File: config.mk
export PLATFORM = sky130hd
export DESIGN_NAME = writeback_commit_unit
export DESIGN_NICKNAME = d
export VERILOG_FILES = /design/src/hdl/blimp_pkg.sv /design/src/hdl/writeback_commit_unit.sv
export SDC_FILE = /design/constraint.sdc
export NUM_CORES = 2
export LEC_CHECK = 0
export BUFFER_PORTS_ARGS = -buffer_cell sky130_fd_sc_hd__buf_2
export CORE_MARGIN = 10
export CORE_UTILIZATION = 30
export DETAILED_ROUTE_END_ITERATION = 10
export SLEW_MARGIN = 25
export SYNTH_ARGS = -nofsm -noshare
export SYNTH_HDL_FRONTEND = slang
export SYNTH_SLANG_ARGS = --single-unit
File: constraint.sdc
create_clock -name clk -period 5.9 [get_ports clk]
set_input_delay 0.59 -clock clk [delete_from_list [all_inputs] [get_ports clk]]
set_output_delay 0.59 -clock clk [all_outputs]
set_load 0.05 [all_outputs]
File: src/hdl/blimp_pkg.sv
/*
 * Shared widths, RV32 opcode fields, micro-op enum and the
 * message structs passed between the core's units
 */
`default_nettype none

package blimp_pkg;

  //------------------------------------------------------------
  // Sizes
  //------------------------------------------------------------

  localparam int xlen          = 32;
  localparam int seq_num_bits  = 5;
  localparam int rob_depth     = 32;  // Also the in-flight limit
  localparam int reg_addr_bits = 5;
  localparam int mul_stages    = 4;

  //------------------------------------------------------------
  // RV32 encodings
  //------------------------------------------------------------

  localparam logic [6:0] opc_op     = 7'b0110011;  // R-type ALU
  localparam logic [6:0] opc_op_imm = 7'b0010011;  // I-type ALU
  localparam logic [2:0] f3_add     = 3'b000;      // ADD, ADDI, MUL share it
  localparam logic [6:0] f7_base    = 7'b0000000;
  localparam logic [6:0] f7_muldiv  = 7'b0000001;  // M extension

  // Micro-operations seen by the pipes
  typedef enum logic [1:0] {
    UOP_ADD = 2'd0,
    UOP_MUL = 2'd1,
    UOP_NOP = 2'd2
  } uop_t;

  //------------------------------------------------------------
  // Messages
  //------------------------------------------------------------

  // Fetch to decode
  typedef struct packed {
    logic [xlen-1:0] pc;
    logic [xlen-1:0] inst;
  } f_d_msg_t;

  // Decode to a pipe, op_b already holds the immediate for ADDI
  typedef struct packed {
    logic [seq_num_bits-1:0]  seq;
    logic [xlen-1:0]          pc;
    uop_t                     uop;
    logic [xlen-1:0]          op_a;
    logic [xlen-1:0]          op_b;
    logic [reg_addr_bits-1:0] waddr;
    logic                     wen;
  } d_x_msg_t;

  // Pipe to writeback
  typedef struct packed {
    logic [seq_num_bits-1:0]  seq;
    logic [xlen-1:0]          pc;
    logic [reg_addr_bits-1:0] waddr;
    logic [xlen-1:0]          wdata;
    logic                     wen;
  } x_w_msg_t;

  // Retirement record, also the instruction trace
  typedef struct packed {
    logic                     val;
    logic [xlen-1:0]          pc;
    logic [reg_addr_bits-1:0] waddr;
    logic [xlen-1:0]          wdata;
    logic                     wen;
  } commit_msg_t;

endpackage

`default_nettype wire

File: src/hdl/writeback_commit_unit.sv
/*
 * Writeback and commit: reorder buffer indexed by sequence number,
 * out-of-order result capture, in-order retirement
 */
`timescale 1ns/1ps
`default_nettype none

module writeback_commit_unit import blimp_pkg::*; (
  input  logic        clk,
  input  logic        rst,
  input  x_w_msg_t    alu_out,
  input  logic        alu_out_val,
  input  x_w_msg_t    mul_out,
  input  logic        mul_out_val,
  input  logic        issue_fire,
  output commit_msg_t commit,
  output logic        rob_free
);

  localparam int count_bits = $clog2(rob_depth + 1);

  //------------------------------------------------------------
  // Reorder buffer state
  //------------------------------------------------------------

  x_w_msg_t                rob_msg [rob_depth];   // Captured results
  logic [rob_depth-1:0]    rob_done_q;            // Result present
  logic [seq_num_bits-1:0] head_q;                // Oldest in flight
  logic [count_bits-1:0]   count_q;               // Entries allocated

  logic commit_fire;
  assign commit_fire = rob_done_q[head_q];

  assign rob_free = (count_q < count_bits'(rob_depth));

  //------------------------------------------------------------
  // Retirement
  //------------------------------------------------------------

  assign commit.val   = commit_fire;
  assign commit.pc    = rob_msg[head_q].pc;
  assign commit.waddr = rob_msg[head_q].waddr;
  assign commit.wdata = rob_msg[head_q].wdata;
  assign commit.wen   = rob_msg[head_q].wen;

  // Payload capture, both pipes may land in one cycle
  always_ff @(posedge clk) begin
    if (alu_out_val)
      rob_msg[alu_out.seq] <= alu_out;
    if (mul_out_val)
      rob_msg[mul_out.seq] <= mul_out;
  end

  always_ff @(posedge clk) begin
    if (rst) begin
      rob_done_q <= '0;
      head_q     <= '0;
      count_q    <= '0;
    end else begin
      if (commit_fire) begin
        rob_done_q[head_q] <= 1'b0;   // Free the slot
        head_q             <= head_q + 1'b1;
      end
      if (alu_out_val)
        rob_done_q[alu_out.seq] <= 1'b1;
      if (mul_out_val)
        rob_done_q[mul_out.seq] <= 1'b1;

      // Allocate on issue, release on commit
      case ({issue_fire, commit_fire})
        2'b10:   count_q <= count_q + 1'b1;
        2'b01:   count_q <= count_q - 1'b1;
        default: count_q <= count_q;
      endcase
    end
  end

endmodule

`default_nettype wire

==> impl_results.md <==
* Status: finished clean
* Tightest Pin Transition at 1.479 ns
* Synth Instances at 6483
* Largest area contributor in the netlist: edfxtp_1
* Crit. End Element: output pin
* Final ANT Viol Nets at 0
* P&R area growth vs syn at 12.01%
* Post-CTS Setup Bufs at 0
* CP required at 5.31 ns
* VDD IR-drop max at 0.0002845 V
* Crit path max fanout at 35
* Total grt overflow at 0
* Crit-path cells: buf_4 -> mux4_2 -> mux4_2 -> mux2_2 -> buf_2
* Area after DPL at 0.1215 sq mm
* Busiest grt layer: met2
* Initial antenna violation count at 109
* Fill cells at 36110
* Slew Limit Fails at 0
* I/O Buffers at 226
* Startpoint types: flip-flop
* HPWL Detailed at 200.8 mm
* Worst-Skew Late Latency at 0.91 ns
* First-pass GRT wire length at 540.0 mm
* YS warnings at 0
* Vias in the first global route at 66110
* Setup WS post-layout at 1.094 ns
* Critical path's largest stage delay at 0.80 ns
* Non-Filler Instances at 11500
* Worst min-delay path category: in2reg
* Area contributors post-synth: edfxtp_1, mux2_2, mux4_2
* Final estimated routing congestion in global placement at 0.7731
* Core area at 0.3823 sq mm
* Final Hold Fails at 0
* Die width at 639.5 microns
* Full die area at 0.4090 sq mm
* Setup slack, reg-to-reg at 1.81 ns
* Placed cells at 11050
* Avg WL per Cell at 33.88 microns
* Vias/cell at 5.618
* TritonCTS buffer count at 240
* Seq/Total Area, Yosys at 0.5925
* Final cycle utilization of the critical path at 0.8145
* Largest net degree at the start of global routing at 78
* Total Routed Length at 389.5 mm
* Clock-pin slew on the worst setup and hold paths at 0.06 ns
* CP arrival at 4.22 ns
* H-Tree Depth at 4
* Starting Density at 0.3012
* Overall Power at 0.03799 W
* Nets at 6421
* Power per Cell Area at 294.5 mW/mm^2
* Yosys cell types at 46
* Row count at 227
* Total Routing Usage GR at 0.1841
* CTS tree: yes
* LEAKAGE at 39.54 nW
* Max-cap check violation count at 0
* Buffer levels on the longest clock path at 4
* PostCTS Resize Cnt at 0
* Post-Syn Area at 0.1151 sq mm
* RSZ-0062 raised after global routing: no
* Hold_buf cts at 0
* Routing usage on met3 at 0.03201
* DRC viols at 0
* Fmax at 208.1 MHz
* GR Layer Usage met1 at 0.2383
* Avg Inst Size Synth at 17.76 sq um
* Final setup vio count at 0
* First-pass DRT Iterations at 6
* Synth Net Count at 6645
* Die height at 639.5 microns
* CTS Sinks at 2288
* Vias at 64590
* CP delay by family, top: multiplexers
* Ports at 227
* Dpl ws at 1.912 ns
* CP max-delay cell: dfxtp_4
* 1st-iter DRT viols at 7741
* Kind of critical path: reg2out
* Clock skew at 0.004689 ns
* Worst Path Buf+Inv at 2
* Register bit count reported by yosys at 2288
* Yosys top cell area share at 0.5842
* Setup tns final at 0 ns
* Clock root cell: clkbuf_16
* Most frequent CP cell: mux4_2
* GR Util met2 at 0.3110
* Design area at 0.1290 sq mm
* Crit path time final at 4.806 ns
* Share of cells above drive strength 1 at 0.5878
* Slew headroom at 0.01369
-- area by class of cell --
type | instances | area (sq um) | area share
Multi-Input combinational cell | 3325 | 43960 | 0.3408
Clock inverter | 122 | 988.4 | 0.007664
Timing Repair Buffer | 378 | 2917 | 0.02261
Clock buffer | 297 | 6335 | 0.04912
Tap cell | 5038 | 6304 | 0.04887
Inverter | 26 | 172.7 | 0.001339
Sequential cell | 2288 | 68240 | 0.5291
Antenna cell | 23 | 57.56 | 0.0004463
-- routing by layer --
layer	share of wire	vias up
li1	-	25650
met1	0.40	35020
met2	0.50	3041
met3	0.071	856
met4	0.037	26
met5	0.00039	-
-- kinds of logic after synthesis --
logic type / after synthesis / synth area share
muxes: 3028 / 0.3644
adders and majority gates: 7 / 0.0007606
and+or+nand+nor: 180 / 0.007530
xor gates and xnor gates: 6 / 0.0004565
DFF: 2288 / 0.5925
AOI/OAI and AO/OA: 104 / 0.005183
buffers and inverters: 870 / 0.02910
-- worst reg2reg max path, delay by kind of cell, from the launching register on --
family,cells,cell delay (ns)
AO/OA/AOI/OAI,5,1.02
XOR/XNOR,1,0.21
adder cells (fa/ha/maj),2,0.55
flip-flops,1,0.63
multiplexers,1,0.36
buffers and inverters,3,0.51
AND/OR/NAND/NOR,3,0.64
-- worst paths after layout --
path | to | cells past startpoint | start
setup / recovery | commit[39] | 5 | flip-flop
setup reg to reg | count_q[4]$_SDFFE_PP0P_ | 15 | head_q[1]$_SDFFE_PP0P_
hold / removal | count_q[5]$_SDFFE_PP0P_ | 2 | rst
hold reg to reg | rob_done_q[15]$_SDFF_PP0_ | 2 | rob_done_q[15]$_SDFF_PP0_
-- stage by stage --
| step | utilization | hold slack, ns |
|---|---|---|
| after CTS | 0.3371 | 0.2203 |
| after global placement | 0.3179 | 0.4598 |
| after global routing | 0.3373 | 0.2917 |
| after detailed placement | 0.3179 | 0.4652 |
| after floorplan | - | 0.4459 |
| final | 0.3374 | 0.2770 |
-- power by group --
part           switching [W]  leakage (nW)  internal [W]
Clock                0.00651          3.59       0.00823
Sequential          0.000149          20.6        0.0183
Combinational        0.00258          15.3       0.00225
-- sequential cells by signal, indices dropped and copies added (netlist names), named ones only --
register,count
rob_done_q,32
count_q,6
rob_msg,2240
head_q,5
-- cells in the mapped netlist, drive strengths merged --
master	instances
buf	84
o22ai	3
a211oi	3
a41oi	1
xnor2	3
mux4	700
a311oi	5
nand2b	3
o31ai	1
dfxtp	48
and3b	7
or4	1
mux2	2315
a31oi	12
mux2i	13
a21boi	1
nand4	1
inv	26
or3	7
o21ai	33
nand3b	4
ha	7
nand3	7
clkbuf	760
nor4	4
a221oi	2
nor2b	2
nor3	6
nor2	38
nor3b	11
nand2	81
edfxtp	2240
o21bai	1
or3b	1
xor2	3
a21oi	39
or2	2
a311o	2
a21o	1
and3	5
-- cell usage in the layout, fill, tap and decap left out, types with 10 or more instances in the layout --
master / instances
bufinv_16: 16
mux2_2: 2314
diode_2: 23
clkbuf_1: 50
buf_4: 101
inv_6: 18
nor2_4: 16
clkbuf_16: 244
clkinv_1: 52
a31oi_1: 12
mux2i_1: 13
buf_12: 48
clkinv_2: 43
nand2_4: 31
edfxtp_1: 2240
a21oi_1: 39
mux4_2: 700
nor3b_1: 10
inv_1: 11
dfxtp_1: 43
buf_2: 226
nand2_1: 49
nor2_1: 22
o21ai_0: 27
(Power assumes the default switching activity.)
