==> src/hdl/blimp_pkg.sv <==
/*
 * Shared widths, RV32 opcode fields, micro-op enum and the
 * message structs passed between the core's units
 */
`default_nettype none

package blimp_pkg;

  //------------------------------------------------------------
  // Sizes
  //------------------------------------------------------------

  localparam int xlen          = 32;
  localparam int seq_num_bits  = 5;
  localparam int rob_depth     = 32;  // Also the in-flight limit
  localparam int reg_addr_bits = 5;
  localparam int mul_stages    = 4;

  //------------------------------------------------------------
  // RV32 encodings
  //------------------------------------------------------------

  localparam logic [6:0] opc_op     = 7'b0110011;  // R-type ALU
  localparam logic [6:0] opc_op_imm = 7'b0010011;  // I-type ALU
  localparam logic [2:0] f3_add     = 3'b000;      // ADD, ADDI, MUL share it
  localparam logic [6:0] f7_base    = 7'b0000000;
  localparam logic [6:0] f7_muldiv  = 7'b0000001;  // M extension

  // Micro-operations seen by the pipes
  typedef enum logic [1:0] {
    UOP_ADD = 2'd0,
    UOP_MUL = 2'd1,
    UOP_NOP = 2'd2
  } uop_t;

  //------------------------------------------------------------
  // Messages
  //------------------------------------------------------------

  // Fetch to decode
  typedef struct packed {
    logic [xlen-1:0] pc;
    logic [xlen-1:0] inst;
  } f_d_msg_t;

  // Decode to a pipe, op_b already holds the immediate for ADDI
  typedef struct packed {
    logic [seq_num_bits-1:0]  seq;
    logic [xlen-1:0]          pc;
    uop_t                     uop;
    logic [xlen-1:0]          op_a;
    logic [xlen-1:0]          op_b;
    logic [reg_addr_bits-1:0] waddr;
    logic                     wen;
  } d_x_msg_t;

  // Pipe to writeback
  typedef struct packed {
    logic [seq_num_bits-1:0]  seq;
    logic [xlen-1:0]          pc;
    logic [reg_addr_bits-1:0] waddr;
    logic [xlen-1:0]          wdata;
    logic                     wen;
  } x_w_msg_t;

  // Retirement record, also the instruction trace
  typedef struct packed {
    logic                     val;
    logic [xlen-1:0]          pc;
    logic [reg_addr_bits-1:0] waddr;
    logic [xlen-1:0]          wdata;
    logic                     wen;
  } commit_msg_t;

endpackage

`default_nettype wire

==> src/hdl/decode_issue_unit.sv <==
/*
 * Decode and issue: RV32 field decode, register file, scoreboard,
 * sequence numbers and steering to the ALU or multiplier pipe
 */
`timescale 1ns/1ps
`default_nettype none

module decode_issue_unit import blimp_pkg::*; (
  input  logic        clk,
  input  logic        rst,
  input  f_d_msg_t    f_d_msg,
  input  logic        f_d_val,
  output logic        f_d_rdy,
  output d_x_msg_t    alu_in,
  output logic        alu_val,
  output d_x_msg_t    mul_in,
  output logic        mul_val,
  input  commit_msg_t commit,
  input  logic        rob_free,
  output logic        issue_fire
);

  //------------------------------------------------------------
  // Field decode
  //------------------------------------------------------------

  logic [6:0]               opcode;
  logic [2:0]               funct3;
  logic [6:0]               funct7;
  logic [reg_addr_bits-1:0] rs1;
  logic [reg_addr_bits-1:0] rs2;
  logic [reg_addr_bits-1:0] rd;
  logic [xlen-1:0]          imm_i;

  assign opcode = f_d_msg.inst[6:0];
  assign rd     = f_d_msg.inst[11:7];
  assign funct3 = f_d_msg.inst[14:12];
  assign rs1    = f_d_msg.inst[19:15];
  assign rs2    = f_d_msg.inst[24:20];
  assign funct7 = f_d_msg.inst[31:25];
  assign imm_i  = {{(xlen-12){f_d_msg.inst[31]}}, f_d_msg.inst[31:20]};  // Sign-extended

  uop_t uop;
  logic is_imm;    // ADDI takes op_b from the immediate
  logic uses_rs1;
  logic uses_rs2;

  always_comb begin
    uop      = UOP_NOP;  // Anything unknown still commits
    is_imm   = 1'b0;
    uses_rs1 = 1'b0;
    uses_rs2 = 1'b0;
    if (opcode == opc_op && funct3 == f3_add && funct7 == f7_base) begin
      uop      = UOP_ADD;
      uses_rs1 = 1'b1;
      uses_rs2 = 1'b1;
    end else if (opcode == opc_op && funct3 == f3_add && funct7 == f7_muldiv) begin
      uop      = UOP_MUL;
      uses_rs1 = 1'b1;
      uses_rs2 = 1'b1;
    end else if (opcode == opc_op_imm && funct3 == f3_add) begin
      uop      = UOP_ADD;
      is_imm   = 1'b1;
      uses_rs1 = 1'b1;
    end
  end

  logic wen;
  assign wen = (uop != UOP_NOP) && (rd != '0);  // x0 never written

  //------------------------------------------------------------
  // Register file and scoreboard
  //------------------------------------------------------------

  logic [xlen-1:0]           regs [32];
  logic [31:0]               pending_q;  // One bit per architectural reg
  logic [seq_num_bits-1:0]   seq_q;
  logic [xlen-1:0]           rs1_data;
  logic [xlen-1:0]           rs2_data;

  assign rs1_data = (rs1 == '0) ? '0 : regs[rs1];
  assign rs2_data = (rs2 == '0) ? '0 : regs[rs2];

  logic stall;
  assign stall = (uses_rs1 && pending_q[rs1]) ||
                 (uses_rs2 && pending_q[rs2]) ||
                 (wen && pending_q[rd])       ||  // Keep one writer per reg
                 !rob_free;

  assign f_d_rdy    = !stall;
  assign issue_fire = f_d_val && f_d_rdy;

  //------------------------------------------------------------
  // Issue
  //------------------------------------------------------------

  d_x_msg_t issue_msg;
  assign issue_msg = '{
    seq:   seq_q,
    pc:    f_d_msg.pc,
    uop:   uop,
    op_a:  rs1_data,
    op_b:  is_imm ? imm_i : rs2_data,
    waddr: rd,
    wen:   wen
  };

  assign alu_in  = issue_msg;
  assign mul_in  = issue_msg;
  assign alu_val = issue_fire && (uop != UOP_MUL);  // NOPs ride the ALU
  assign mul_val = issue_fire && (uop == UOP_MUL);

  always_ff @(posedge clk) begin
    if (rst) begin
      pending_q <= '0;
      seq_q     <= '0;
      regs      <= '{default: '0};  // Architectural state starts at zero
    end else begin
      if (commit.val && commit.wen) begin
        regs[commit.waddr]      <= commit.wdata;
        pending_q[commit.waddr] <= 1'b0;
      end
      if (issue_fire) begin
        seq_q <= seq_q + 1'b1;      // Wraps modulo rob_depth
        if (wen)
          pending_q[rd] <= 1'b1;
      end
    end
  end

endmodule

`default_nettype wire

==> config.mk <==
export PLATFORM = sky130hd
export DESIGN_NAME = decode_issue_unit
export DESIGN_NICKNAME = d
export VERILOG_FILES = /design/src/hdl/blimp_pkg.sv /design/src/hdl/decode_issue_unit.sv
export SDC_FILE = /design/constraint.sdc
export NUM_CORES = 2
export LEC_CHECK = 0
export BUFFER_PORTS_ARGS = -buffer_cell sky130_fd_sc_hd__buf_2
export CAP_MARGIN = 20
export CORE_UTILIZATION = 50
export DETAILED_ROUTE_END_ITERATION = 16
export HOLD_SLACK_MARGIN = 0.06
export PLACE_DENSITY = 0.73
export SLEW_MARGIN = 20
export SYNTH_ARGS = -nofsm -noshare
export SYNTH_HDL_FRONTEND = slang
export SYNTH_SLANG_ARGS = --single-unit
==> constraint.sdc <==
create_clock -name clk -period 2.8 [get_ports clk]
set_input_delay 0.14 -clock clk [delete_from_list [all_inputs] [get_ports clk]]
set_output_delay 0.14 -clock clk [all_outputs]
set_load 0.05 [all_outputs]
==> impl_metrics.json <==
{
  "port_buffers": 232,
  "drive_above_1_share_pct": 26.35,
  "totalWireLength_um": 210500,
  "setup_viol": 25,
  "synth.area.top_cells": "dfxtp_1 39%, mux4_2 27%, nand2_1 15%",
  "net-switching-power_mw": 8.175,
  "stdcell_count": 7412,
  "maxCapViolCount": 0,
  "synthCells": 5969,
  "die_h_um": 333.4,
  "cts.clk_slew.worst_paths_ns": 0.06,
  "avgSynthCellArea_um2": 9.200,
  "crit_fanout": 3,
  "worstRegToRegCells": 11,
  "first_pass_iters": 6,
  "violations": "negative setup slack",
  "slew_headroom_pct": 27.69,
  "yosys-top-cells-count": "2170 x nand2_1, 1061 x dfxtp_1, 1060 x a21oi_1, 661 x mux4_2, 481 x clkbuf_1",
  "setup_ws_ns": -0.2056,
  "swShare_pct": 24.72,
  "root_buffer": "clkbuf_16",
  "core_mm2": 0.1089,
  "gp_congestion": 0.9738,
  "die_w_um": 333.4,
  "p_leak_nw": 20.65,
  "synth_cell_types": 54,
  "grt_start_max_net_pins": 139,
  "grt_pass1_vias": 48070,
  "dpl.cell_count": 7138,
  "ir_drop_uv": 487.8,
  "cts_sinks": 1061,
  "htreeDepth": 3,
  "worstPathRequired_ns": 2.66,
  "clock_path_buffers": 3,
  "grt-ovfl-total": 0,
  "seqPwrFrac_pct": 46.0,
  "grt_setup_unrepaired": "true",
  "hold_depth": 4,
  "multiInputGateArea_mm2": 0.03104,
  "slew_violations": 0,
  "ys_async_sr_fraction_pct": 0,
  "ys_seq_area_share_pct": 38.68,
  "track_usage_pct": 37.02,
  "hold_class": "input port to flip-flop",
  "skew_ns": 0.02509,
  "drtAntennaViolNets": 0,
  "ys_ff_latch": 1061,
  "vias_per_cell": 6.770,
  "ioPinCount": 361,
  "p_int_mw": 24.89,
  "path_class": "flip-flop to output port",
  "synth_warnings": 0,
  "drt_iter0_drc": 8644,
  "post-route-util_pct": 57.89,
  "hold_viol": 0,
  "synth_edf_count": 0,
  "min_from": "f_d_msg[5]",
  "fillers": 8879,
  "synth_fp_nets": 6109,
  "initial_utilization_pct": 50.45,
  "p_per_area_mw_per_mm2": 524.6,
  "status": "complete, but fails checks",
  "combPwrFrac_pct": 7.8,
  "period_share_pct": 107.3,
  "regArea_mm2": 0.02132,
  "numCtsBuffers": 109,
  "r2r_slack_ns": 0.08,
  "nets": 6042,
  "worstPathArrival_ns": 2.87,
  "num_vias": 50180,
  "synthFlopType": "dfxtp_1",
  "clk_latency_ns": 0.70,
  "drc": 0,
  "whs_ns": 0.1113,
  "area_growth_pct": 14.75,
  "yosys.area.top_type_share_pct": 38.68,
  "yosysTopAreaCell": "dfxtp_1",
  "wl_per_cell_um": 28.40,
  "fmax_ghz": 0.3327,
  "antenna_found_initial": 14,
  "num_rows": 121,
  "syn_area_mm2": 0.05492,
  "synth_most_common_cell": "nand2_1",
  "dieArea_mm2": 0.1112,
  "timing.rr.end": "pending_q[29]$_SDFF_PP0_",
  "min_to": "pending_q[4]$_SDFF_PP0_",
  "grt_first_pass_wirelength_um": 306200,
  "fin_crit_ns": 3.006,
  "clkPwrFrac_pct": 46.2,
  "cp-start-kind": "flip-flop",
  "rr_startpoint": "pending_q[25]$_SDFF_PP0_",
  "crit_path_end_kind": "output port",
  "worst_slew_pin_slew_ns": 1.085,
  "hpwl_um": 127600,
  "cts_tree": "yes",
  "p_total_mw": 33.06
}
[routing by layer]
metal	routed length [um]	track usage, %	vias up
met3	37080	14.77	1009
met1	70130	46.94	24080
li1	-	-	20580
met4	14360	22.14	14
met5	92	0	-
met2	88820	53.02	4499
[how the worst max path moves through the flow]
stage | start | endpoint | depth (start not counted)
finish | regs[944]$_SDFFE_PP0P_ | alu_in[22] | 6
global route | pending_q[25]$_SDFF_PP0_ | mul_val | 10
CTS | regs[525]$_SDFFE_PP0P_ | mul_in[19] | 6
detailed placement | f_d_msg[20] | mul_in[19] | 9
global placement | f_d_msg[20] | mul_in[19] | 9
floorplan | f_d_msg[20] | mul_in[7] | 10
[layout make-up]
type                            count  share of cell area, %
Clock buffer                      173                  5.269
Multi-Input combinational cell   4167                  49.25
Tap cell                         1414                  2.807
Sequential cell                  1061                  33.83
Clock inverter                     28                 0.6770
Antenna cell                        6                0.02383
Inverter                            7                0.04169
Timing Repair Buffer              556                  8.101
[state kept, by name, indices dropped and copies added (netlist names)]
signal,flops
pending_q,32
regs,1024
seq_q,5
[through the flow]
stage	setup slack (ns)	instance area [um2]	setup TNS (ns)
after floorplan	-0.05062	55150	-0.05062
after global placement	-0.3801	57960	-2.378
after detailed placement	-0.3561	57960	-2.301
after CTS	-0.1390	62760	-1.365
after global routing	-0.1998	63010	-2.668
final	-0.2056	63020	-2.031
[cells by family after synthesis]
logic type,Yosys count,synth area share (%)
AND/OR/NAND/NOR,2322,16.54
AO/OA/AOI/OAI,1142,10.53
buffers and inverters,741,6.359
XOR/XNOR,1,0.01595
multiplexers,701,27.85
adder cells (fa/ha/maj),1,0.02278
flip-flops,1061,38.68
[cells in the final DEF (no fill, tap or decap), types with 11 or more instances in the layout]
master / netlist / layout
o21ai_2: 0 / 22
buf_4: 149 / 196
nand2_2: 0 / 32
dfxtp_1: 1061 / 1001
o21ai_1: 17 / 18
nand3b_1: 37 / 37
buf_6: 6 / 50
mux4_2: 661 / 661
dlygate4sd3_1: 0 / 41
dfxtp_2: 0 / 59
nand3_1: 16 / 16
clkbuf_1: 481 / 31
o21ai_0: 44 / 11
clkbuf_16: 0 / 111
nand2_1: 2170 / 2137
a21oi_2: 2 / 33
a21oi_1: 1060 / 1028
clkbuf_8: 0 / 31
nor2_4: 0 / 33
buf_2: 72 / 178
mux2i_1: 36 / 21
nor2_1: 49 / 16
buf_12: 1 / 81
clkinv_2: 0 / 13
[power by group through the flow]
stage,Clock (mW),Combinational (mW),Sequential (mW)
finish,15.3,2.58,15.2
global route,15.9,2.64,15.2
CTS,15.3,2.49,15.2
detailed placement,0,2.40,15.5
global placement,0,2.39,15.5
floorplan,0,1.81,15.5
[worst max-delay path: stages (launching register included)]
cell     delay, ns
dfxtp_1       0.33
mux4_2        0.48
mux4_2        0.57
mux2i_4       0.38
buf_6         0.16
o21ai_4       0.06
buf_6         0.17
[repair_timing]
action	4_1_cts	5_1_grt
resized for setup	150	79
hold endpoints to repair	1052	0
buffers inserted	25	5
pin swaps	6	9
endpoints found under the setup margin	42	65
hold buffers	42	0
Power figures use the tool's default switching activity.
