**config.mk**
```make
export PLATFORM = sky130hd
export DESIGN_NAME = alu_unit
export DESIGN_NICKNAME = d
export VERILOG_FILES = /design/src/hdl/blimp_pkg.sv /design/src/hdl/alu_unit.sv
export SDC_FILE = /design/constraint.sdc
export NUM_CORES = 1
export LEC_CHECK = 0
export ABC_AREA = 1
export BUFFER_PORTS_ARGS = -buffer_cell sky130_fd_sc_hd__buf_2
export CORE_MARGIN = 8
export CORE_UTILIZATION = 35
export DETAILED_ROUTE_END_ITERATION = 16
export RECOVER_POWER = 100
export SLEW_MARGIN = 20
export SYNTH_ARGS = -nofsm -noshare
export SYNTH_HDL_FRONTEND = slang
export SYNTH_SLANG_ARGS = --single-unit
```
**constraint.sdc**
```tcl
create_clock -name clk -period 5.6 [get_ports clk]
set_input_delay 1.12 -clock clk [delete_from_list [all_inputs] [get_ports clk]]
set_output_delay 1.12 -clock clk [all_outputs]
set_load 0.02 [all_outputs]
```
**src/hdl/blimp_pkg.sv**
```systemverilog
/*
 * Shared widths, RV32 opcode fields, micro-op enum and the
 * message structs passed between the core's units
 */
`default_nettype none

package blimp_pkg;

  //------------------------------------------------------------
  // Sizes
  //------------------------------------------------------------

  localparam int xlen          = 32;
  localparam int seq_num_bits  = 5;
  localparam int rob_depth     = 32;  // Also the in-flight limit
  localparam int reg_addr_bits = 5;
  localparam int mul_stages    = 4;

  //------------------------------------------------------------
  // RV32 encodings
  //------------------------------------------------------------

  localparam logic [6:0] opc_op     = 7'b0110011;  // R-type ALU
  localparam logic [6:0] opc_op_imm = 7'b0010011;  // I-type ALU
  localparam logic [2:0] f3_add     = 3'b000;      // ADD, ADDI, MUL share it
  localparam logic [6:0] f7_base    = 7'b0000000;
  localparam logic [6:0] f7_muldiv  = 7'b0000001;  // M extension

  // Micro-operations seen by the pipes
  typedef enum logic [1:0] {
    UOP_ADD = 2'd0,
    UOP_MUL = 2'd1,
    UOP_NOP = 2'd2
  } uop_t;

  //------------------------------------------------------------
  // Messages
  //------------------------------------------------------------

  // Fetch to decode
  typedef struct packed {
    logic [xlen-1:0] pc;
    logic [xlen-1:0] inst;
  } f_d_msg_t;

  // Decode to a pipe, op_b already holds the immediate for ADDI
  typedef struct packed {
    logic [seq_num_bits-1:0]  seq;
    logic [xlen-1:0]          pc;
    uop_t                     uop;
    logic [xlen-1:0]          op_a;
    logic [xlen-1:0]          op_b;
    logic [reg_addr_bits-1:0] waddr;
    logic                     wen;
  } d_x_msg_t;

  // Pipe to writeback
  typedef struct packed {
    logic [seq_num_bits-1:0]  seq;
    logic [xlen-1:0]          pc;
    logic [reg_addr_bits-1:0] waddr;
    logic [xlen-1:0]          wdata;
    logic                     wen;
  } x_w_msg_t;

  // Retirement record, also the instruction trace
  typedef struct packed {
    logic                     val;
    logic [xlen-1:0]          pc;
    logic [reg_addr_bits-1:0] waddr;
    logic [xlen-1:0]          wdata;
    logic                     wen;
  } commit_msg_t;

endpackage

`default_nettype wire

```
**src/hdl/alu_unit.sv**
```systemverilog
/*
 * Single-cycle adder pipe
 */
`timescale 1ns/1ps
`default_nettype none

module alu_unit import blimp_pkg::*; (
  input  logic     clk,
  input  logic     rst,
  input  d_x_msg_t alu_in,
  input  logic     alu_val,
  output x_w_msg_t alu_out,
  output logic     alu_out_val
);

  logic [xlen-1:0] sum;
  assign sum = alu_in.op_a + alu_in.op_b;

  always_ff @(posedge clk) begin
    if (rst)
      alu_out_val <= 1'b0;
    else
      alu_out_val <= alu_val;
  end

  // Result and metadata, one cycle after issue
  always_ff @(posedge clk) begin
    alu_out.seq   <= alu_in.seq;
    alu_out.pc    <= alu_in.pc;
    alu_out.waddr <= alu_in.waddr;
    alu_out.wen   <= alu_in.wen;
    alu_out.wdata <= (alu_in.uop == UOP_ADD) ? sum : '0;  // NOP yields zero
  end

endmodule

`default_nettype wire

```
==> results.md, run 1 <==
- The min-delay analysis places its worst path in the category input port to register.
- The final layout contains 962 nets.
- The routed wire length is 13,200 microns.
- Counting flops with a built-in enable in the synthesized netlist gives 0.
- Port buffering added 187 buffers.
- The initial antenna violation count is 0.
- The top-area cell type share of the netlist area is 36.9%.
- Counting every net in the synthesized netlist gives 767.
- The floorplan step set the die height to 125 microns.
- The top-level port count is 188.
- The relative contribution of sequential cells to total power is 37.2%.
- The placed cell count is 950.
- The weighted congestion reported at the end of routability-driven placement is 0.937.
- The fraction of layout instances using a drive strength above 1 is 18.5%.
- The detailed router finished its first iteration with 184 violations.
- The async set or reset register ratio after synthesis is 0%.
- Setup repair after global routing left no endpoint under its margin.
- Hold repair after CTS inserted 0 buffers.
- The share of synthesized area occupied by flip-flops and latches is 36.9%.
- Data arrives at the worst endpoint at 2.87 ns.
- The largest fanout on the critical path is 30.
- The number of optimization iterations in the first detailed-route pass is 4.
- Of the total power, the clock network draws 39.4%.
- The data required time at the worst endpoint is 5.87 ns.
- In this run the cell area of the synthesized design comes to 4130 sq um.
- After synthesis, the netlist uses 25 different library cells.
- The repair_antennas step left the layout with diodes totalling 0.
- The total count of hold-check failures in the final report was 0.
- The proportion of power drawn by combinational gates is 23.4%.
- The kind of start point of the critical path is an input port.
- The synthesis-to-layout area growth is 31.4%.
- The maximum number of pins on one net before global-route repair is 31.
- The sum of negative setup slack is 0 ns.
- The filler cell count in the final layout is 1,217.
- The setup path with the least slack is of type input port to register.
- The number of buffers inserted by post-CTS setup repair is 0.
- The fmax is 0.384 GHz.
- The net switching power of the design is 510 uW.
- The mean instance size in the synthesized netlist is 6.62 sq um.
- The clock sink total is 76.
- In the final routed layout, each cell accounts on average for 13.7 microns.
- Sorting the synthesized cells by area gives the leading types as sky130_fd_sc_hd__dfxtp_1, sky130_fd_sc_hd__nand2_1, sky130_fd_sc_hd__inv_1.
- The via count of the first global-routing pass is 4,615.
- The number of instances in the synthesized netlist is 623.
- The first-pass GRT wire length is 22,100 microns.
- The clock tree synthesis step divided the H-tree into 3 levels.
- The number of max-capacitance violations reported is 0.
- The die width is 125 microns.
- The initial utilization of the core area, before any placement, comes to 36.0%.
- The kind of capture point of the worst setup path is a register.
- The combined global-route utilization of all metal layers is 17.1%.
- By instance count, the leading cell after synthesis is sky130_fd_sc_hd__nand2_1.
- During synthesis, Yosys emitted a total of 0 warnings.
- In this run the deepest clock path goes through 2 buffers.
- The library cell with the largest summed area after synthesis is sky130_fd_sc_hd__dfxtp_1.
- Excluding fillers, the count of instances in the completed layout stands at 966.
- After detailed routing, the number of remaining DRC violations is 0.
- Power spread over the standard cell area amounts to 289 nW/um^2.
- The proportion of total power due to net switching is 32.6%.
- The total half-perimeter wirelength after legalization and detailed placement is 11,100 microns.
- The internal power is 1060 uW.
- Clock-pin slew was measured on the worst setup and hold paths at 0.07 ns.
- The overall via count from detail_route is 4,319.
- Clock tree synthesis inserted a total of 9 buffers.
- The peak supply drop is 0.190 mV.
- The commonest cells after synthesis are sky130_fd_sc_hd__nand2_1, sky130_fd_sc_hd__inv_1, sky130_fd_sc_hd__dfxtp_1, sky130_fd_sc_hd__nor2_1, sky130_fd_sc_hd__a21oi_1.
- The count of pins over their slew limit came to 0.
- The flow ran to the end, and the final reports show no timing, DRC or antenna violations.
- The placeable core region is 11,500 sq um.
- Headroom to the max-slew limit came out at 1.90%.
- The worst path uses 46.5% of the clock period.
- The count of cells resized by post-cts repair is 0.
- At the pin with the least slew margin, the transition time is 1.47 ns.
- The minimum clock period after layout is 2.61 ns.
- The number of storage elements in the synthesis netlist is 76.
- The prevailing post-synth register cell is sky130_fd_sc_hd__dfxtp_1.
- The setup violation total in the final timing report is 0.
- After detailed routing, the number of vias per cell comes to 4.47.
- The remaining global-route overflow is 0.
- Summed over all cells, the static leakage comes to 0.00303 uW.
- The number of placement rows is 39.
- The clock tree from TritonCTS is yes.
- The overall die area is 15,500 sq um.
- The remaining antenna violation count after routing is 0.
- The clock root buffer master is sky130_fd_sc_hd__clkbuf_16.
[registers in the layout (all words and copies together) (netlist names)]
name / cells
alu_out: 75
alu_out_val: 1
[power groups by stage]
| stage | combinational, uW | sequential (uW) | clock, uW |
|---|---|---|---|
| floorplan | 200 | 639 | 0 |
| global placement | 374 | 594 | 0 |
| detailed placement | 377 | 595 | 0 |
| CTS | 380 | 583 | 638 |
| global route | 414 | 586 | 660 |
| finish | 366 | 583 | 617 |
[critical path, cell delays in order]
cell	delay, ns
sky130_fd_sc_hd__buf_2	0.10
sky130_fd_sc_hd__nor2_1	0.12
sky130_fd_sc_hd__clkbuf_1	1.08
sky130_fd_sc_hd__o21ai_0	0.24
sky130_fd_sc_hd__a21oi_1	0.20
[worst paths after layout]
path | startpoint | depth (start not counted) | endpoint
worst max-delay path | alu_in[71] | 5 | alu_out[11]
worst min-delay path | alu_in[94] | 1 | alu_out[60]
[metrics by stage]
stage / instance area, sq um / util, % / hold slack [ns] / power [uW] / setup WS [ns]
floorplan: 4130 / - / 1.15 / 839 / 3.07
global placement: 5220 / 45.5 / 1.22 / 968 / 2.80
detailed placement: 5220 / 45.5 / 1.22 / 972 / 2.74
CTS: 5530 / 48.3 / 0.868 / 1600 / 3.09
global route: 5420 / 47.3 / 0.868 / 1660 / 2.80
finish: 5420 / 47.3 / 0.881 / 1570 / 2.99
[layer usage]
layer  track usage [%]  vias to the layer above  routed length (microns)
li1                  -                     2291                        -
met1              20.3                     1859                     5920
met2              29.6                      159                     6210
met3              4.68                       10                      996
met4              4.68                        0                      117
met5                 0                        -                        0
[placed cells by master, fill, tap and decap left out, types with 2 or more instances in the layout]
master / Yosys / routed
sky130_fd_sc_hd__nor3_1: 3 / 3
sky130_fd_sc_hd__nand2_1: 215 / 216
sky130_fd_sc_hd__clkbuf_1: 2 / 78
sky130_fd_sc_hd__ha_1: 31 / 31
sky130_fd_sc_hd__nor2_2: 2 / 2
sky130_fd_sc_hd__inv_2: 3 / 3
sky130_fd_sc_hd__clkbuf_16: 0 / 9
sky130_fd_sc_hd__buf_2: 0 / 110
sky130_fd_sc_hd__nor2_1: 66 / 66
sky130_fd_sc_hd__a21oi_1: 38 / 38
sky130_fd_sc_hd__nor3_2: 3 / 3
sky130_fd_sc_hd__nand2_2: 12 / 11
sky130_fd_sc_hd__inv_8: 0 / 2
sky130_fd_sc_hd__o21ai_0: 12 / 12
sky130_fd_sc_hd__xnor2_1: 2 / 2
sky130_fd_sc_hd__nand3_2: 5 / 4
sky130_fd_sc_hd__inv_1: 110 / 110
sky130_fd_sc_hd__inv_6: 0 / 3
sky130_fd_sc_hd__nand3_1: 26 / 27
sky130_fd_sc_hd__and2_1: 3 / 3
sky130_fd_sc_hd__nand4_1: 4 / 4
sky130_fd_sc_hd__dfxtp_1: 76 / 76
sky130_fd_sc_hd__o21bai_1: 3 / 3
[kinds of logic (layout without fill, tap and decap cells)]
family / after synthesis / after routing / share of synthesized area (%)
and+or+nand+nor: 341 / 341 / 34.8
buffers and inverters: 117 / 317 / 11.0
AOI/OAI and AO/OA: 55 / 55 / 7.00
xor gates and xnor gates: 2 / 2 / 0.425
DFF: 76 / 76 / 36.9
adders and majority gates: 32 / 32 / 9.88
[final cells by class]
class                   instances  area [sq um]  share of cell area [%]
clock buffers                   9           225                    4.15
repair buffers                188           843                    15.5
clock inverters                 7          87.6                    1.61
multi-input cells             430          2140                    39.5
well taps                     143           179                    3.30
flip-flops and latches         76          1520                    28.1
inverters                     113           424                    7.82
Power figures use the tool's default switching activity.
==> inputs of run 2 (changes only) <==
--- a/config.mk
+++ b/config.mk
@@ -5,11 +5,12 @@
 export SDC_FILE = /design/constraint.sdc
 export NUM_CORES = 1
 export LEC_CHECK = 0
-export ABC_AREA = 1
+export ABC_AREA = 0
 export BUFFER_PORTS_ARGS = -buffer_cell sky130_fd_sc_hd__buf_2
 export CORE_MARGIN = 8
 export CORE_UTILIZATION = 35
 export DETAILED_ROUTE_END_ITERATION = 16
+export PLACE_DENSITY = 0.66
 export RECOVER_POWER = 100
 export SLEW_MARGIN = 20
 export SYNTH_ARGS = -nofsm -noshare
==> constraint.sdc (replaced) <==
create_clock -name clk -period 2.7 [get_ports clk]
set_input_delay 0.54 -clock clk [delete_from_list [all_inputs] [get_ports clk]]
set_output_delay 0.54 -clock clk [all_outputs]
set_load 0.02 [all_outputs]
==> run 2 against run 1 <==
Against the previous run: sequential power up 110%; wire length down 23%; count of clock-buffer cells in the layout up 1; flip-flop and latch count unchanged; critical path depth up 6; cell area down 15%; total power up 71%; critical path type unchanged; largest cell class unchanged.
==> results.md, run 2 <==
- The initial antenna violation count is 0.
- The total count of hold-check failures in the final report is 0.
- The main combinational cell family by area after synthesis is compound AO/OA/AOI/OAI gates.
- In the post-synthesis netlist, the biggest area contributors are sky130_fd_sc_hd__dfxtp_1, sky130_fd_sc_hd__ha_1, sky130_fd_sc_hd__a21oi_1.
- The setup violation total in the final timing report is 0.
- The maximum number of pins on one net before global-route repair is 31.
- Counting along the longest clock path gives a buffer depth of 2.
- The library cell contributing the largest single delay on the critical path is sky130_fd_sc_hd__fa_1.
- The repair_antennas step left the layout with diodes totalling 0.
- The simple-gate area share of the yosys netlist is 12.2%.
- In the final layout, the registers with the most flip-flops are alu_out (75), alu_out_val (1).
- Of the total power, the share spent switching nets is 32.1%.
- The final standard cell utilization of the core is 48.0%.
- The multi-input logic area is 1770 sq um.
- For this run, the slowest stage of the critical path takes 0.41 ns.
- The design draws 2680 uW.
- The worst hold margin is 0.281 ns.
- The number of nets in the synthesized netlist is 483.
- After global routing, the most crowded layer is met2.
- The dominant cell by count in the synthesized netlist is sky130_fd_sc_hd__dfxtp_1.
- The mux contribution to synthesized area is 0%.
- The met1 layer usage reported by global route is 17.1%.
- In the layout the commonest cells are sky130_fd_sc_hd__buf_2, sky130_fd_sc_hd__clkbuf_1, sky130_fd_sc_hd__dfxtp_1.
- The worst setup path is launched from an input port.
- The global routing met2 resource utilization is 25.5%.
- Dividing the synthesized area by the synthesized cell count gives 9.97 sq um.
- For this run, the register share of the synthesized area comes to 45.0%.
- Dividing the detail-routed wire length by the instance count gives 15.0 microns.
- The number of storage elements in the synthesis netlist is 76.
- The register with the most flip-flops is alu_out.
- The share of total power dissipated in combinational logic is 26.3%.
- The number of flops mapped to enable cells by yosys is 0.
- The critical path is of the input port to register type.
- CTS built an H-tree with a depth of 3.
- The total DRC errors in the routed layout is 0.
- The async set or reset register ratio after synthesis is 0%.
- The library cell with the largest summed area after synthesis is sky130_fd_sc_hd__dfxtp_1.
- TritonCTS built the clock tree.
- The arithmetic-cell share of the synthesized area counting full adders, half adders and majority gates is 12.1%.
- Traced cell by cell, the critical path runs through buf_2 > ha_1 > fa_1 > a21o_1 > a221oi_2 > clkbuf_1 > o31a_4 > a2bb2oi_2 > a41oi_1 > xnor2_1 > nor2_1.
- The internal power is 1820 uW.
- The top-level port count is 188.
- The data arrival time of the critical path is 2.67 ns.
- The average vias per placed instance is 4.65.
- Once detail routing completed, the nets flagged for antenna violations numbered 0.
- The count of pins over their slew limit was 0.
- After the last flow step, the layout net total stands at 690.
- In the global route stage, overall resource usage came out at 15.1%.
- Derived from the worst setup path, the maximum achievable clock frequency is 0.409 GHz.
- Data on the critical path is required at its endpoint by 2.93 ns.
- The synthesis warning total is 0.
- The peak supply drop is 0.210 mV.
- The share of power burned in the clock network is 28.5%.
- In the final layout, flip-flops and latches occupy 1520 sq um.
- The count of buffers from port buffering is 187.
- The kind of capture point of the worst setup path is a register.
- The compound-cell area share of the yosys netlist is 21.8%.
- The post-cts hold buffer count is 0.
- The sum of negative setup slack is 0 ns.
- The via count of the first global-routing pass is 3,257.
- The overall die area is 13,100 sq um.
- The most common cell after layout, fill and taps aside is sky130_fd_sc_hd__buf_2.
- For this block, the via count after detailed routing is 3,183.
- In this run the tightest slew margin relative to its limit is 59.3%.
- Setup repair after global routing left no endpoint under its margin.
- Summed over all cells, the static leakage comes to 0.00212 uW.
- Cells with a size suffix above 1 make up 27.8% of the layout.
- The weighted congestion reported at the end of routability-driven placement is 0.847.
- The first-pass GRT wire length is 15,700 microns.
- Power spread over the standard cell area amounts to 583 nW/um^2.
- The min-delay analysis places its worst path in the category input port to register.
- The number of max-capacitance violations reported is 0.
- Of all nets on the critical path, the largest fanout is 7.
- The number of buffers inserted by post-CTS setup repair is 0.
- The commonest cells after synthesis are sky130_fd_sc_hd__dfxtp_1, sky130_fd_sc_hd__a21oi_1, sky130_fd_sc_hd__nor2_1, sky130_fd_sc_hd__ha_1, sky130_fd_sc_hd__nand2_1.
- For the pin with the worst max-slew slack, the measured transition is 0.611 ns.
- The met3 capacity usage during global routing is 4.32%.
- The number of different library cells used by synthesis comes to 51.
- After floorplanning, the core was divided into 36 placement rows.
- The initial utilization of the core area, before any placement, comes to 35.2%.
- The top-area cell type share of the netlist area is 45.0%.
- Of the available clock period, the critical path in the final layout requires 90.6%.
- The synthesis-to-layout area growth is 36.1%.
- The routed wire length is 10,300 microns.
- The prevailing post-synth register cell is sky130_fd_sc_hd__dfxtp_1.
- Counting I/O delays and the setup requirement, the final critical path takes 2.45 ns.
- The total half-perimeter wirelength after legalization and detailed placement is 8620 microns.
- The synthesized cell area is 3380 sq um.
- The die width is 114 microns.
- The number of instances in the synthesized netlist is 339.
- The floorplan step defined a core boundary enclosing 9590 sq um.
- The net switching power of the design is 861 uW.
- The layout has 981 filler cells.
- The relative contribution of sequential cells to total power is 45.2%.
- The xor and xnor area share after synthesis is 6.74%.
- The clock sink total is 76.
- The clock root buffer master is sky130_fd_sc_hd__clkbuf_8.
- For this run the aggregate overflow at the end of global routing stands at 0.
- The die extent in y is 114 microns.
- The number of flip-flops in the largest register is 75.
- The clock slew seen by the registers of the worst setup and hold paths is 0.08 ns.
- The flow ran to the end, and the final reports show no timing, DRC or antenna violations.
- Buffers inserted during clock tree synthesis total 9.
- The pre-antenna-repair detailed-routing pass consisted of 4 iterations.
- The DRC violation total after the first TritonRoute iteration is 134.
- The count of cells resized by post-cts repair is 0.
==> run 2: final cells by class <==
type / instances / share of cell area, %
multi-input combinational: 252 / 38.5
sequential: 76 / 33.1
timing repair buffer: 202 / 20.6
tap: 133 / 3.62
clock buffer: 10 / 2.77
clock inverter: 6 / 1.03
inverter: 5 / 0.408
==> run 2: metrics by stage <==
stage / area, sq um / setup slack (ns) / cells
after floorplan: 3380 / 0.216 / 339
after global placement: 4540 / -0.00871 / 668
after detailed placement: 4540 / -0.00812 / 668
after CTS: 4720 / 0.378 / 684
after global routing: 4600 / 0.127 / 684
final: 4600 / 0.253 / 684
==> run 2: critical path, delay by kind of cell <==
kind,cells,cell delay [ns]
AO/OA/AOI/OAI,5,0.97
XOR/XNOR,1,0.15
adder cells (fa/ha/maj),2,0.64
buffers and inverters,2,0.33
AND/OR/NAND/NOR,1,0.05
==> run 2: worst paths after layout <==
check	cells after the start	end	slack [ns]	start
max	11	alu_out[23]	0.25	alu_in[6]
min	1	alu_out[56]	0.28	alu_in[90]
==> run 2: layer usage <==
layer  vias up  wire (microns)
met2       125            4670
met5         -               0
li1       1639               -
met3        16             912
met1      1403            4460
met4         0             223
==> run 2: kinds of logic (layout without fill, tap and decap cells) <==
kind of cell / Yosys count / in the layout
and+or+nand+nor: 89 / 89
AOI/OAI and AO/OA: 105 / 105
adders and majority gates: 32 / 32
xor gates and xnor gates: 26 / 26
buffers and inverters: 11 / 223
DFF: 76 / 76
==> run 2: power by group through the flow <==
| stage | Sequential, uW | Combinational [uW] | Clock, uW |
|---|---|---|---|
| floorplan | 1340 | 379 | 0 |
| global placement | 1240 | 731 | 0 |
| detailed placement | 1240 | 733 | 0 |
| CTS | 1210 | 737 | 802 |
| global route | 1220 | 780 | 844 |
| finish | 1210 | 705 | 765 |
